`src/ntt_params_pkg.sv`:
```
// Numeric constants of the Dilithium pointwise engine
package ntt_params_pkg;

    // Coefficient and modulus
    localparam int REG_SIZE = 24;                   // Bits per coefficient
    localparam logic [REG_SIZE-1:0] DILITHIUM_Q = 24'd8380417; // q = 2^23 - 2^13 + 1

    // Memory word layout
    localparam int COEFFS_PER_WORD = 4;
    localparam int WORD_W = COEFFS_PER_WORD * REG_SIZE; // 96 bits

    // Polynomial geometry
    localparam int DILITHIUM_N = 256;               // Coefficients per polynomial
    localparam int WORDS_PER_POLY = DILITHIUM_N / COEFFS_PER_WORD;
    localparam int WORD_IDX_W = $clog2(WORDS_PER_POLY);

    // Bank geometry, four polynomial slots per bank
    localparam int MEM_ADDR_W = 8;
    localparam int MEM_DEPTH = 1 << MEM_ADDR_W;

endpackage
```
`src/ntt_types_pkg.sv`:
```
// Mode encoding and memory word type shared by the pointwise engine
package ntt_types_pkg;

    import ntt_params_pkg::*;

    // Pointwise operation, encoding 3 is not a valid mode
    typedef enum logic [1:0] {
        pwm = 2'd0,     // a * b mod q
        pwa = 2'd1,     // a + b mod q
        pws = 2'd2      // a - b mod q
    } pwo_mode_e;

    // One bank word, lane 0 sits in the low bits
    typedef logic [COEFFS_PER_WORD-1:0][REG_SIZE-1:0] coeff_word_t;

endpackage

```
`src/coeff_mem_if.sv`:
```
// Read and write port bundle of one coefficient bank
interface coeff_mem_if
    import ntt_params_pkg::*;
    import ntt_types_pkg::*;
();

    // Read side, data returns one cycle after rd_en
    logic                  rd_en;
    logic [MEM_ADDR_W-1:0] rd_addr;
    coeff_word_t           rd_data;

    // Write side
    logic                  wr_en;
    logic [MEM_ADDR_W-1:0] wr_addr;
    coeff_word_t           wr_data;

    // The bank itself
    modport mem (
        input  rd_en, rd_addr, wr_en, wr_addr, wr_data,
        output rd_data
    );

    // Operand fetch by the sequencer
    modport reader (
        output rd_en, rd_addr,
        input  rd_data
    );

    // Result write by the datapath
    modport writer (
        output wr_en, wr_addr, wr_data
    );

    // Outer load and result access, only one side used per bank
    modport loader (
        output wr_en, wr_addr, wr_data, rd_en, rd_addr,
        input  rd_data
    );

endinterface

```
`src/pwo_ctrl.sv`:
```
// Sequencer that walks operand addresses, tracks words in flight and pulses done
module pwo_ctrl
    import ntt_params_pkg::*;
    import ntt_types_pkg::*;
(
    input  logic                  clk,
    input  logic                  reset_i,
    input  logic                  zeroize_i,
    input  logic                  enable_i,
    input  pwo_mode_e             mode_i,
    input  logic                  sampler_mode_i,
    input  logic                  sampler_valid_i,
    input  logic [MEM_ADDR_W-1:0] a_base_i,
    input  logic [MEM_ADDR_W-1:0] b_base_i,
    input  logic [MEM_ADDR_W-1:0] c_base_i,
    coeff_mem_if.reader           a_rd,
    coeff_mem_if.reader           b_rd,
    output logic                  issue_o,
    output logic [WORD_IDX_W-1:0] word_idx_o,
    output pwo_mode_e             mode_o,
    output logic                  sampler_sel_o,
    output logic [MEM_ADDR_W-1:0] c_base_o,
    output logic                  busy_o,
    output logic                  done_o
);

    typedef enum logic [1:0] {
        st_idle,
        st_run,
        st_drain
    } ctrl_state_e;

    ctrl_state_e           state_q;
    logic [WORD_IDX_W-1:0] word_cnt_q;
    logic [2:0]            inflight_q;     // Bit 0 read, bit 1 stage 1, bit 2 write
    logic                  done_q;
    logic                  start;
    logic                  last_word;
    logic                  last_out;

    // Run settings captured at start
    pwo_mode_e             mode_q;
    logic                  sampler_q;
    logic [MEM_ADDR_W-1:0] a_base_q;
    logic [MEM_ADDR_W-1:0] b_base_q;
    logic [MEM_ADDR_W-1:0] c_base_q;

    assign busy_o = (state_q != st_idle) || done_q;   // Also covers the done cycle
    assign start = enable_i && !busy_o && (mode_i inside {pwm, pwa, pws});

    // Sampler mode issues only on accepted stream words
    assign issue_o = (state_q == st_run) && (!sampler_q || sampler_valid_i);
    assign last_word = (word_cnt_q == WORD_IDX_W'(WORDS_PER_POLY - 1));
    assign last_out = (state_q == st_drain) && (inflight_q == 3'b100);

    always_ff @(posedge clk) begin
        if (reset_i || zeroize_i) begin
            state_q    <= st_idle;
            word_cnt_q <= '0;
            inflight_q <= '0;
            done_q     <= 1'b0;
        end else begin
            inflight_q <= {inflight_q[1:0], issue_o};
            done_q     <= last_out;
            case (state_q)
                st_idle: begin
                    if (start) begin
                        state_q    <= st_run;
                        word_cnt_q <= '0;
                    end
                end
                st_run: begin
                    if (issue_o) begin
                        word_cnt_q <= word_cnt_q + WORD_IDX_W'(1);
                        if (last_word) begin
                            state_q <= st_drain;
                        end
                    end
                end
                st_drain: begin
                    if (last_out) begin    // Final word is in its write cycle
                        state_q <= st_idle;
                    end
                end
                default: state_q <= st_idle;
            endcase
        end
    end

    always_ff @(posedge clk) begin
        if (start) begin
            mode_q    <= mode_i;
            sampler_q <= sampler_mode_i;
            a_base_q  <= a_base_i;
            b_base_q  <= b_base_i;
            c_base_q  <= c_base_i;
        end
    end

    // B stays quiet while the sampler feeds the datapath
    assign a_rd.rd_en   = issue_o;
    assign a_rd.rd_addr = a_base_q + MEM_ADDR_W'(word_cnt_q);
    assign b_rd.rd_en   = issue_o && !sampler_q;
    assign b_rd.rd_addr = b_base_q + MEM_ADDR_W'(word_cnt_q);

    assign word_idx_o    = word_cnt_q;
    assign mode_o        = mode_q;
    assign sampler_sel_o = sampler_q;
    assign c_base_o      = c_base_q;
    assign done_o        = done_q;

    // Done only once the last issued word has cleared its write cycle
    done_drained_a: assert property (
        @(posedge clk) disable iff (reset_i)
        done_o |-> $past(issue_o && last_word, 4)
    );

endmodule

```
`src/flat_wrapper.sv`:
```
// flat-port wrapper written by rule: the top's interface ports become plain ports
module pwo_ctrl_flat import ntt_params_pkg::*; import ntt_types_pkg::*;
  (clk, reset_i, zeroize_i, enable_i, mode_i, sampler_mode_i, sampler_valid_i, a_base_i, b_base_i, c_base_i, issue_o, word_idx_o, mode_o, sampler_sel_o, c_base_o, busy_o, done_o, a_rd_rd_en, a_rd_rd_addr, a_rd_rd_data, b_rd_rd_en, b_rd_rd_addr, b_rd_rd_data);
  coeff_mem_if a_rd_i ();
  coeff_mem_if b_rd_i ();
  input  logic clk;
  input  logic reset_i;
  input  logic zeroize_i;
  input  logic enable_i;
  input  pwo_mode_e mode_i;
  input  logic sampler_mode_i;
  input  logic sampler_valid_i;
  input  logic [MEM_ADDR_W-1:0] a_base_i;
  input  logic [MEM_ADDR_W-1:0] b_base_i;
  input  logic [MEM_ADDR_W-1:0] c_base_i;
  output logic issue_o;
  output logic [WORD_IDX_W-1:0] word_idx_o;
  output pwo_mode_e mode_o;
  output logic sampler_sel_o;
  output logic [MEM_ADDR_W-1:0] c_base_o;
  output logic busy_o;
  output logic done_o;
  output wire logic [$bits(a_rd_i.rd_en)-1:0] a_rd_rd_en;
  output wire logic [$bits(a_rd_i.rd_addr)-1:0] a_rd_rd_addr;
  input wire logic [$bits(a_rd_i.rd_data)-1:0] a_rd_rd_data;
  output wire logic [$bits(b_rd_i.rd_en)-1:0] b_rd_rd_en;
  output wire logic [$bits(b_rd_i.rd_addr)-1:0] b_rd_rd_addr;
  input wire logic [$bits(b_rd_i.rd_data)-1:0] b_rd_rd_data;
  assign a_rd_rd_en = a_rd_i.rd_en;
  assign a_rd_rd_addr = a_rd_i.rd_addr;
  assign a_rd_i.rd_data = a_rd_rd_data;
  assign b_rd_rd_en = b_rd_i.rd_en;
  assign b_rd_rd_addr = b_rd_i.rd_addr;
  assign b_rd_i.rd_data = b_rd_rd_data;
  pwo_ctrl u_core (.clk(clk), .reset_i(reset_i), .zeroize_i(zeroize_i), .enable_i(enable_i), .mode_i(mode_i), .sampler_mode_i(sampler_mode_i), .sampler_valid_i(sampler_valid_i), .a_base_i(a_base_i), .b_base_i(b_base_i), .c_base_i(c_base_i), .a_rd(a_rd_i), .b_rd(b_rd_i), .issue_o(issue_o), .word_idx_o(word_idx_o), .mode_o(mode_o), .sampler_sel_o(sampler_sel_o), .c_base_o(c_base_o), .busy_o(busy_o), .done_o(done_o));
endmodule
```
`config.mk`:
```
export PLATFORM = sky130hd
export DESIGN_NAME = pwo_ctrl_flat
export DESIGN_NICKNAME = d
export VERILOG_FILES = /design/src/ntt_params_pkg.sv /design/src/ntt_types_pkg.sv /design/src/coeff_mem_if.sv /design/src/pwo_ctrl.sv /design/src/flat_wrapper.sv
export SDC_FILE = /design/constraint.sdc
export NUM_CORES = 1
export LEC_CHECK = 0
export ABC_AREA = 1
export BUFFER_PORTS_ARGS = -buffer_cell sky130_fd_sc_hd__buf_2
export CAP_MARGIN = 20
export CORE_AREA = 2 2 101 103
export CTS_CLUSTER_SIZE = 25
export DETAILED_ROUTE_END_ITERATION = 12
export DIE_AREA = 0 0 103 105
export SYNTH_ARGS = -nofsm -noshare
export SYNTH_HDL_FRONTEND = slang
export SYNTH_SLANG_ARGS = --single-unit
```
`constraint.sdc`:
```
create_clock -name clk -period 3.1 [get_ports clk]
set_clock_uncertainty 0.1 [all_clocks]
set_input_delay 0.62 -clock clk [delete_from_list [all_inputs] [get_ports clk]]
set_output_delay 0.62 -clock clk [all_outputs]
set_load 0.01 [all_outputs]
```
Word-level counts from Yosys, hierarchy flattened
Cells that the tools add are included.
{ "word_totals": {"regBits": 39, "elab_cells": 47} }
{ "op_classes": {"n_reduce_logical": 17, "n_eq_ne": 10, "mux": 8, "add_sub_neg": 3} }
{ "op_table": {"columns": ["operator", "count"], "rows": [
  ["8-bit by 6-bit adder with 8-bit output", 2],
  ["6-bit two-way mux", 2],
  ["6-bit one-hot mux with 2 select lines", 1],
  ["2-bit two-way mux", 4],
  ["2-bit by 1-bit inequality test with 1-bit output, second input constant", 4],
  ["6-bit by 1-bit adder with 6-bit output, second input constant", 1],
  ["6-bit == test, second input constant", 1],
  ["2-bit one-hot mux with 3 select lines", 1],
  ["1-bit logical AND", 5],
  ["2-bit by 1-bit == test with 1-bit output, second input constant", 2],
  ["2-bit == test, second input constant", 2],
  ["2-bit zero test", 2],
  ["4-bit AND reduction", 1],
  ["2-bit nonzero test", 2],
  ["3-bit == test, second input constant", 1],
  ["1-bit logical OR", 3],
  ["3-bit AND reduction", 1],
  ["3-bit nonzero test", 1],
  ["1-bit zero test", 2]
]} }

Logic depth before layout (Yosys ltp)
Gate-level depths: netlist of run 1.
{ "logic_depth": {"ltp_word": 7, "mapped_depth": 9} }

Worst setup path before layout of run 1
OpenSTA, ideal clock, no wires.
{ "synth_path": {"kind": "input-to-reg", "from": "input port mode_i[0]", "to": "register u_core.a_base_q[0] (enable)", "path_slack_ps": 684, "setup_ps": 411, "arrival_time_ps": 1905, "stages": 3, "required_time_ps": 2589, "cell_sequence": "nand2_1 nand2_1 nor2_1"} }
{ "synth_between": {"elab_chain_cells": 3, "elab_cells_between_ends": 5, "classes_between": "eq/ne (2); reduce/logical (3)"} }
{ "synth_lines": {"columns": ["element", "line_no", "source"], "rows": [
  ["start: declaration", "flat_wrapper.sv:10", "input pwo_mode_e mode_i;"],
  ["2-bit by 1-bit == test with 1-bit output, or another cell as far along", "pwo_ctrl.sv:49", "assign start = enable_i && !busy_o && (mode_i inside {pwm, pwa, pws});"],
  ["3-bit nonzero test (*)", "pwo_ctrl.sv:49", null],
  ["1-bit logical AND (*)", "pwo_ctrl.sv:49", null],
  ["via u_core.start", "pwo_ctrl.sv:37", "logic start;"],
  ["end signal: assignment", "pwo_ctrl.sv:94", "a_base_q <= a_base_i;"],
  ["end: declaration", "pwo_ctrl.sv:44", "logic [MEM_ADDR_W-1:0] a_base_q;"]
]} }
The timed path passes the listed nets; every way through them passes the cells marked *.
A chain may end at the register's enable or synchronous reset.

Final worst setup path of run 1
{ "layout_path": {"from": "register u_core.word_cnt_q[0], in the netlist u_core.word_idx_o[0]", "to": "output port b_rd_rd_addr[6]"} }
{ "layout_between": {"elab_chain_cells": 1} }
{ "layout_lines": {"columns": ["element", "line_no", "source"], "rows": [
  ["start: declaration", "pwo_ctrl.sv:34", "logic [WORD_IDX_W-1:0] word_cnt_q;"],
  ["start signal: assignment", "pwo_ctrl.sv:74", "word_cnt_q <= word_cnt_q + WORD_IDX_W'(1);"],
  ["8-bit by 6-bit adder with 8-bit output", "pwo_ctrl.sv:104", "assign b_rd.rd_addr = b_base_q + MEM_ADDR_W'(word_cnt_q);"],
  ["end: declaration", "flat_wrapper.sv:27", "output wire logic [$bits(b_rd_i.rd_addr)-1:0] b_rd_rd_addr;"]
]} }
No other way between the ends.

==> results of run 1 <==
[logic make-up after synthesis]
kind of cell	synth area share
adder cells (fa/ha/maj)	0.1017
AO/OA/AOI/OAI	0.06402
flip-flops	0.5273
buffers and inverters	0.06654
XOR/XNOR	0.05713
AND/OR/NAND/NOR	0.1833
[routing by layer]
layer | up-vias | wire length (um)
met5 | - | 0
li1 | 807 | -
met2 | 54 | 2205
met4 | 0 | 72
met3 | 7 | 270
met1 | 753 | 2033
[sequential cells by signal, summed over array words and instances (netlist names)]
name	cells
u_core.mode_o	2
u_core.inflight_q	3
u_core.state_q	2
u_core.b_base_q	8
u_core.a_base_q	8
u_core.word_idx_o	6
u_core.c_base_o	8
u_core.sampler_sel_o	1
u_core.done_o	1
[how the worst max path moves through the flow]
stage,end,cells after the start,slack (ns),from
finish,b_rd_rd_addr[6],8,0.29,u_core.word_idx_o[0]$_SDFFE_PP0P_
global route,b_rd_rd_addr[6],8,0.14,u_core.word_idx_o[0]$_SDFFE_PP0P_
CTS,b_rd_rd_addr[6],8,0.28,u_core.word_idx_o[0]$_SDFFE_PP0P_
detailed placement,b_rd_rd_addr[6],8,0.62,u_core.word_idx_o[0]$_SDFFE_PP0P_
global placement,b_rd_rd_addr[6],8,0.63,u_core.word_idx_o[0]$_SDFFE_PP0P_
floorplan,u_core.a_base_q[0]$_DFFE_PP_,3,0.68,mode_i[0]
[where the power goes]
| part | total, uW | internal [uW] | switching, uW |
|---|---|---|---|
| registers | 598 | 586 | 11.8 |
| clock network | 444 | 261 | 184 |
| logic | 138 | 55.1 | 83.4 |
[metrics by stage]
stage / cell area, um2 / utilization / total power (uW) / std cells
floorplan: 1993 / - / 687.6 / 197
global placement: 2507 / 0.2601 / 748.3 / 399
detailed placement: 2507 / 0.2601 / 751.7 / 399
CTS: 2625 / 0.2723 / 1204 / 407
global route: 2625 / 0.2723 / 1236 / 407
finish: 2625 / 0.2723 / 1181 / 407
[area by class of cell]
class,count,area [um2],share of cell area
sequential,39,1051,0.4004
multi-input combinational,125,812.0,0.3093
timing repair buffer,70,352.8,0.1344
tap,133,166.4,0.06339
inverter,32,125.1,0.04766
clock buffer,6,82.58,0.03146
clock inverter,2,35.03,0.01335
[synth_stat cells, drive strengths merged]
cell,n,area (um2)
buf,1,7.510
edfxtp,27,810.8
nor2,16,62.56
a21oi,7,38.79
nand4,8,50.05
a21boi,2,15.01
fa,2,40.04
ha,13,162.7
o21bai,2,15.01
a21o,2,15.01
nor3,1,5.000
a31oi,4,25.02
inv,31,116.4
nor4,1,6.260
xor2,10,87.58
xnor2,3,26.28
nand2,39,156.4
o21ai,3,18.77
dfxtp,12,240.2
nand3,12,85.08
clkinv,1,8.760
[worst max-delay path: cells and delay by family, from the launching register on]
kind,cells,cell delay (ns)
xor+xnor,1,0.14
fa+ha+maj,2,0.65
buf+inv,3,0.31
flops,1,0.49
simple gates,2,0.20
==> metrics, run 1 <==
worst hold start=u_core.inflight_q[0]$_SDFF_PP0_; Worst EP arrival=around 2.1 ns; Worst Reg-to-Reg Cells=6; post-CTS setup buffers=0; DR iter-0 viols=49; Final Hold Vio Count=0; Num Clock Sinks=39; Critical Path Max Stage Delay=between 0.4 and 0.5 ns; post-route clock period utilization=0.9053; Hold Buf Count CTS=0; sequential fraction of the synthesis area=0.5273; slowest CP cell=dfxtp_1; hpwl dp=3.681 mm; CP Launch Type=flip-flop; total track usage=0.08988; vias in the first global route=roughly 1,700; most common cell after layout, fill and taps aside=buf_2; minimum clock period=around 2.8 ns; global-route wire length before repair=around 7.5 mm; Final nets=512; DRC=0; # rows=36; number of filler cells placed in the layout=around 1,000; P&R area growth vs syn=31.70%; clk_lat worst skew=slightly below 0.3 ns; placer congestion estimate=0.8283; die area=about 11,000 um2; Post-CTS Resized=0; CP Class=flip-flop to output port; H-tree levels=2; final wirelength=around 4.6 mm; Warnings, synthesis=0; most frequent cells in the layout=buf_2, nand2_1, inv_1; top-level I/O count=262; Synth Cell Area=roughly 2000 um2; die height=105 um; TritonCTS clock tree=done; Hold Worst Slack=0.3457 ns; Netlist cell types=28; CP Cell Sequence=ha_1 -> inv_1 -> fa_1 -> inv_1 -> nand4_1 -> nand3_1 -> xor2_1 -> buf_2; worst flop-to-flop path startpoint=u_core.word_idx_o[1]$_SDFFE_PP0P_; starting density of the core=0.2068; pre-CTS setup slack=0.6172 ns; Port Buffers=just under 70; Post-DRT Antenna Nets=0; Power Dens Cells=roughly 450 nW/um2; TritonRoute pass-1 iters=4; WL/cell=around 11 um; Worst Hold End=u_core.inflight_q[1]$_SDFF_PP0_; Sum Neg Setup Slack=0 ns; Rel. slew slack=0.7297; clock-pin slew on the worst setup and hold paths=0.08 ns; hold-critical path depth=2; total number of vias=1,621; reg2reg end=u_core.state_q[0]$_SDFFE_PP0P_; maxcap violations=0; clk buf depth=2; Slew @ Worst Pin=0.4049 ns; Die Wd=roughly 100 um; fraction of layout cells with a size suffix above 1=0.3248; FMAX=between 300 and 400 MHz; reg-to-reg slack, setup=~1.4 ns; met3 track demand over resource=0.02609; Final Worst Setup Slack=around 0.3 ns; Syn Area/Cell=10.12 um2; Top Usage Layer GRT=met2; Crit. End Element=output port; Setup-failing EPs final=0; CTS root buf=clkbuf_8; Avg Vias per Cell=3.983; CTS Buf Count=5; RSZ-0062 raised after global routing=no; largest net degree at the start of global routing=28; status=finished clean; met2 Use GR=0.1484; Mapped Cells=around 200; syn nets=~440; Critical Path RT=about 2.4 ns; worst min-delay path class=flip-flop to flip-flop; grt met1 use=0.1087; initial antenna violation count=0; maximum vdd ir drop=between 0.0002 and 0.00025 V; Crit Path Max Fanout=6; grt ovf=0; Yosys reg bits=39; # diodes=0; pins over their slew limit=0; LEAKAGE=~0.0012 uW; core box area=between 9000 and 10,000 um2; CP dominant cell by count=inv_1
No activity file was read; power rests on OpenSTA's default activity.
==> run 2: changes to the inputs <==
Settings changed: ABC_AREA 1 to unset, CORE_AREA 2 2 101 103 to 2 2 102 104, DIE_AREA 0 0 103 105 to 0 0 104 106.
==> run 2 against run 1 <==
Against the previous run:
- sequential share of layout area grew 1.1 points
- largest cell class unchanged
- synthesized area shrank 0.75%
- design area shrank 2.5%
- maximum frequency shrank 4.3%
==> metrics, run 2 <==
clock share of power=0.330; total number of vias=between 1,500 and 2,000; met2 Use GR=0.1466; fraction of layout cells with a size suffix above 1=0.3482; WL/cell=about 13 um; DRC=0; Port Buffers=slightly below 70; final wirelength=just under 5 mm; Crit. End Element=output port; Post-DRT Antenna Nets=0; TritonCTS clock tree=done; pins over their slew limit=0; worst min-delay path class=flip-flop to flip-flop; hold-critical path depth=1; RSZ-0062 raised after global routing=no; sequential share of power=0.558; Yosys top cell by area=edfxtp_1; Synth Cell Area=1978 um2; Critical Path Max Stage Delay=0.50 ns; Post-synth EDFFs=27; total track usage=0.09164; Setup-failing EPs final=0; post-route clock period utilization=0.9455; Crit Path Max Fanout=7; slowest CP cell=dfxtp_1; Compound-Gate Fraction of Synth Area=0.1195; Post-Synth XOR/XNOR Area=0.03542; Hold Buf Count CTS=0; FMAX=between 300 and 400 MHz; Worst Hold End=u_core.inflight_q[2]$_SDFF_PP0_; CP delay by family, top=simple AND/OR/NAND/NOR gates; dominant synthesized flop cell=edfxtp_1; syn nets=between 400 and 500; most common cell after layout, fill and taps aside=buf_2; die height=106 um; Netlist cell types=47; maxcap violations=0; sequential fraction of the synthesis area=0.5313; starting density of the core=0.1978; ys async rst share=0; reg-to-reg slack, setup=approximately 1.5 ns; Syn Area/Cell=11.50 um2; Warnings, synthesis=0; worst hold start=u_core.inflight_q[1]$_SDFF_PP0_; multiplexer share of the synthesized area=0; most frequent cell after synthesis=edfxtp_1; number of filler cells placed in the layout=between 1,000 and 1,500; H-tree levels=2; Final nets=between 400 and 500; hpwl dp=3.894 mm; reg2reg end=u_core.b_base_q[1]$_DFFE_PP_; # rows=37; Power Dens Cells=just over 400 nW/um2; maximum vdd ir drop=between 0.0002 and 0.00025 V; initial antenna violation count=0; Synth Area in Simple Gates=0.1733; Int Pwr=791.3 uW; Top Usage Layer GRT=met2; Final Hold Vio Count=0; clk_lat worst skew=0.30 ns; die area=between 10,000 and 15,000 um2; top-level I/O count=about 260; Die Wd=104 um; Avg Vias per Cell=4.185; status=finished clean; DR iter-0 viols=61; grt met1 use=0.1155; CP Launch Type=flip-flop; Yosys top cell area share=0.4099; Slew @ Worst Pin=~0.50 ns; P&R area growth vs syn=29.41%; largest net degree at the start of global routing=28; global-route wire length before repair=7.824 mm; CTS root buf=clkbuf_8; CP bufs+invs=1; clock-pin slew on the worst setup and hold paths=0.09 ns; leading post-synthesis cells by cell area=edfxtp_1, dfxtp_1, ha_1, a21oi_1, nor2_1; Mapped Cells=approximately 170; core box area=10000 um2; most frequent cells in the layout=buf_2, edfxtp_1, nor2_1, ha_1; # diodes=0; clk buf depth=2; LEAKAGE=between 0.001 and 0.0015 uW; placer congestion estimate=0.7172; worst flop-to-flop path startpoint=u_core.state_q[0]$_SDFFE_PP0P_; Num Clock Sinks=39; met3 track demand over resource=0.03679; CP Class=flip-flop to output port; Sum Neg Setup Slack=0 ns; vias in the first global route=roughly 1,600; Worst Reg-to-Reg Cells=3; TritonRoute pass-1 iters=4; Comb power frac=0.112; Psw=about 270 uW; adder-cell share of the synthesized area=0.1025; most frequent cells after synthesis=edfxtp_1, ha_1, nor2_1; Worst EP arrival=2.21 ns; Yosys reg bits=39; grt ovf=0; Hold Worst Slack=0.3608 ns; post-CTS setup buffers=0; minimum clock period=2.931 ns; CTS Buf Count=5; Rel. slew slack=0.6635; fin util=0.2560; main combinational cell family by area after synthesis=simple AND/OR/NAND/NOR gates; sw frac=0.2554; Critical Path RT=approximately 2.4 ns; Post-CTS Resized=0; CP Cell Sequence=ha_1 -> nor2b_1 -> o31a_1 -> or4_1 -> nand3_1 -> buf_2
## run 2: cell count changes in the layout (fill, tap and decap cells not counted), moves of 4 or more
cell	before	now
o21ai_0	0	5
inv_1	29	11
nand2_1	37	11
nand4_1	8	1
nor3_1	1	5
a21oi_1	6	11
nor2b_1	0	4
xor2_1	10	3
o211ai_1	0	4
## run 2: worst register-to-register path, delay by kind of cell, from the launching register on
| family | cells | cell delay (ns) |
|---|---|---|
| buf+inv | 1 | 0.34 |
| simple gates | 2 | 0.38 |
| flops | 1 | 0.43 |
## run 2: cell type report
cell class / instances / area [um2] / share of cell area
Multi-Input combinational cell: 118 / 852.1 / 0.3328
Clock buffer: 5 / 68.82 / 0.02688
Sequential cell: 39 / 1052 / 0.4110
Clock inverter: 3 / 18.77 / 0.007331
Timing Repair Buffer: 70 / 352.8 / 0.1378
Tap cell: 136 / 170.2 / 0.06647
Inverter: 12 / 45.04 / 0.01760
## run 2: logic make-up after synthesis
group	Yosys count
xor+xnor	8
fa+ha+maj	15
compound gates	35
flops	39
simple gates	60
buf+inv	15
## run 2: how the worst max path moves through the flow
stage                                  to                               from  cells past startpoint  slack, ns
after CTS                 a_rd_rd_addr[7]  u_core.word_idx_o[1]$_SDFFE_PP0P_                      6       0.12
after detailed placement  a_rd_rd_addr[6]  u_core.word_idx_o[0]$_SDFFE_PP0P_                      7       0.46
after global placement    a_rd_rd_addr[7]  u_core.word_idx_o[1]$_SDFFE_PP0P_                      6       0.48
after global routing      a_rd_rd_addr[6]  u_core.word_idx_o[0]$_SDFFE_PP0P_                      7       0.04
final                     b_rd_rd_addr[6]  u_core.word_idx_o[2]$_SDFFE_PP0P_                      6       0.17
after floorplan           b_rd_rd_addr[6]  u_core.word_idx_o[0]$_SDFFE_PP0P_                      7       0.71
## run 2: per-stage QoR
| step | std cells | power, uW | worst slack, ns | cell area, um2 |
|---|---|---|---|---|
| after global routing | 383 | 1108 | 0.03716 | 2560 |
| after detailed placement | 375 | 725.0 | 0.4601 | 2471 |
| final | 383 | 1063 | 0.1688 | 2560 |
| after CTS | 383 | 1082 | 0.1200 | 2559 |
| after global placement | 375 | 722.3 | 0.4819 | 2471 |
| after floorplan | 172 | 668.2 | 0.7058 | 1978 |
## run 2: power groups by stage
stage	Clock (uW)	Combinational [uW]	Sequential, uW
6_report	351	119	593
5_1_grt	380	133	596
2_1_floorplan	0	61.9	606
3_3_place_gp	0	118	604
4_1_cts	368	121	593
3_5_place_dp	0	120	605
## run 2: per-layer routing
metal	wire length (um)	vias to the layer above
met4	48	0
met2	2205	66
li1	-	787
met3	428	5
met1	2252	745
met5	0	-
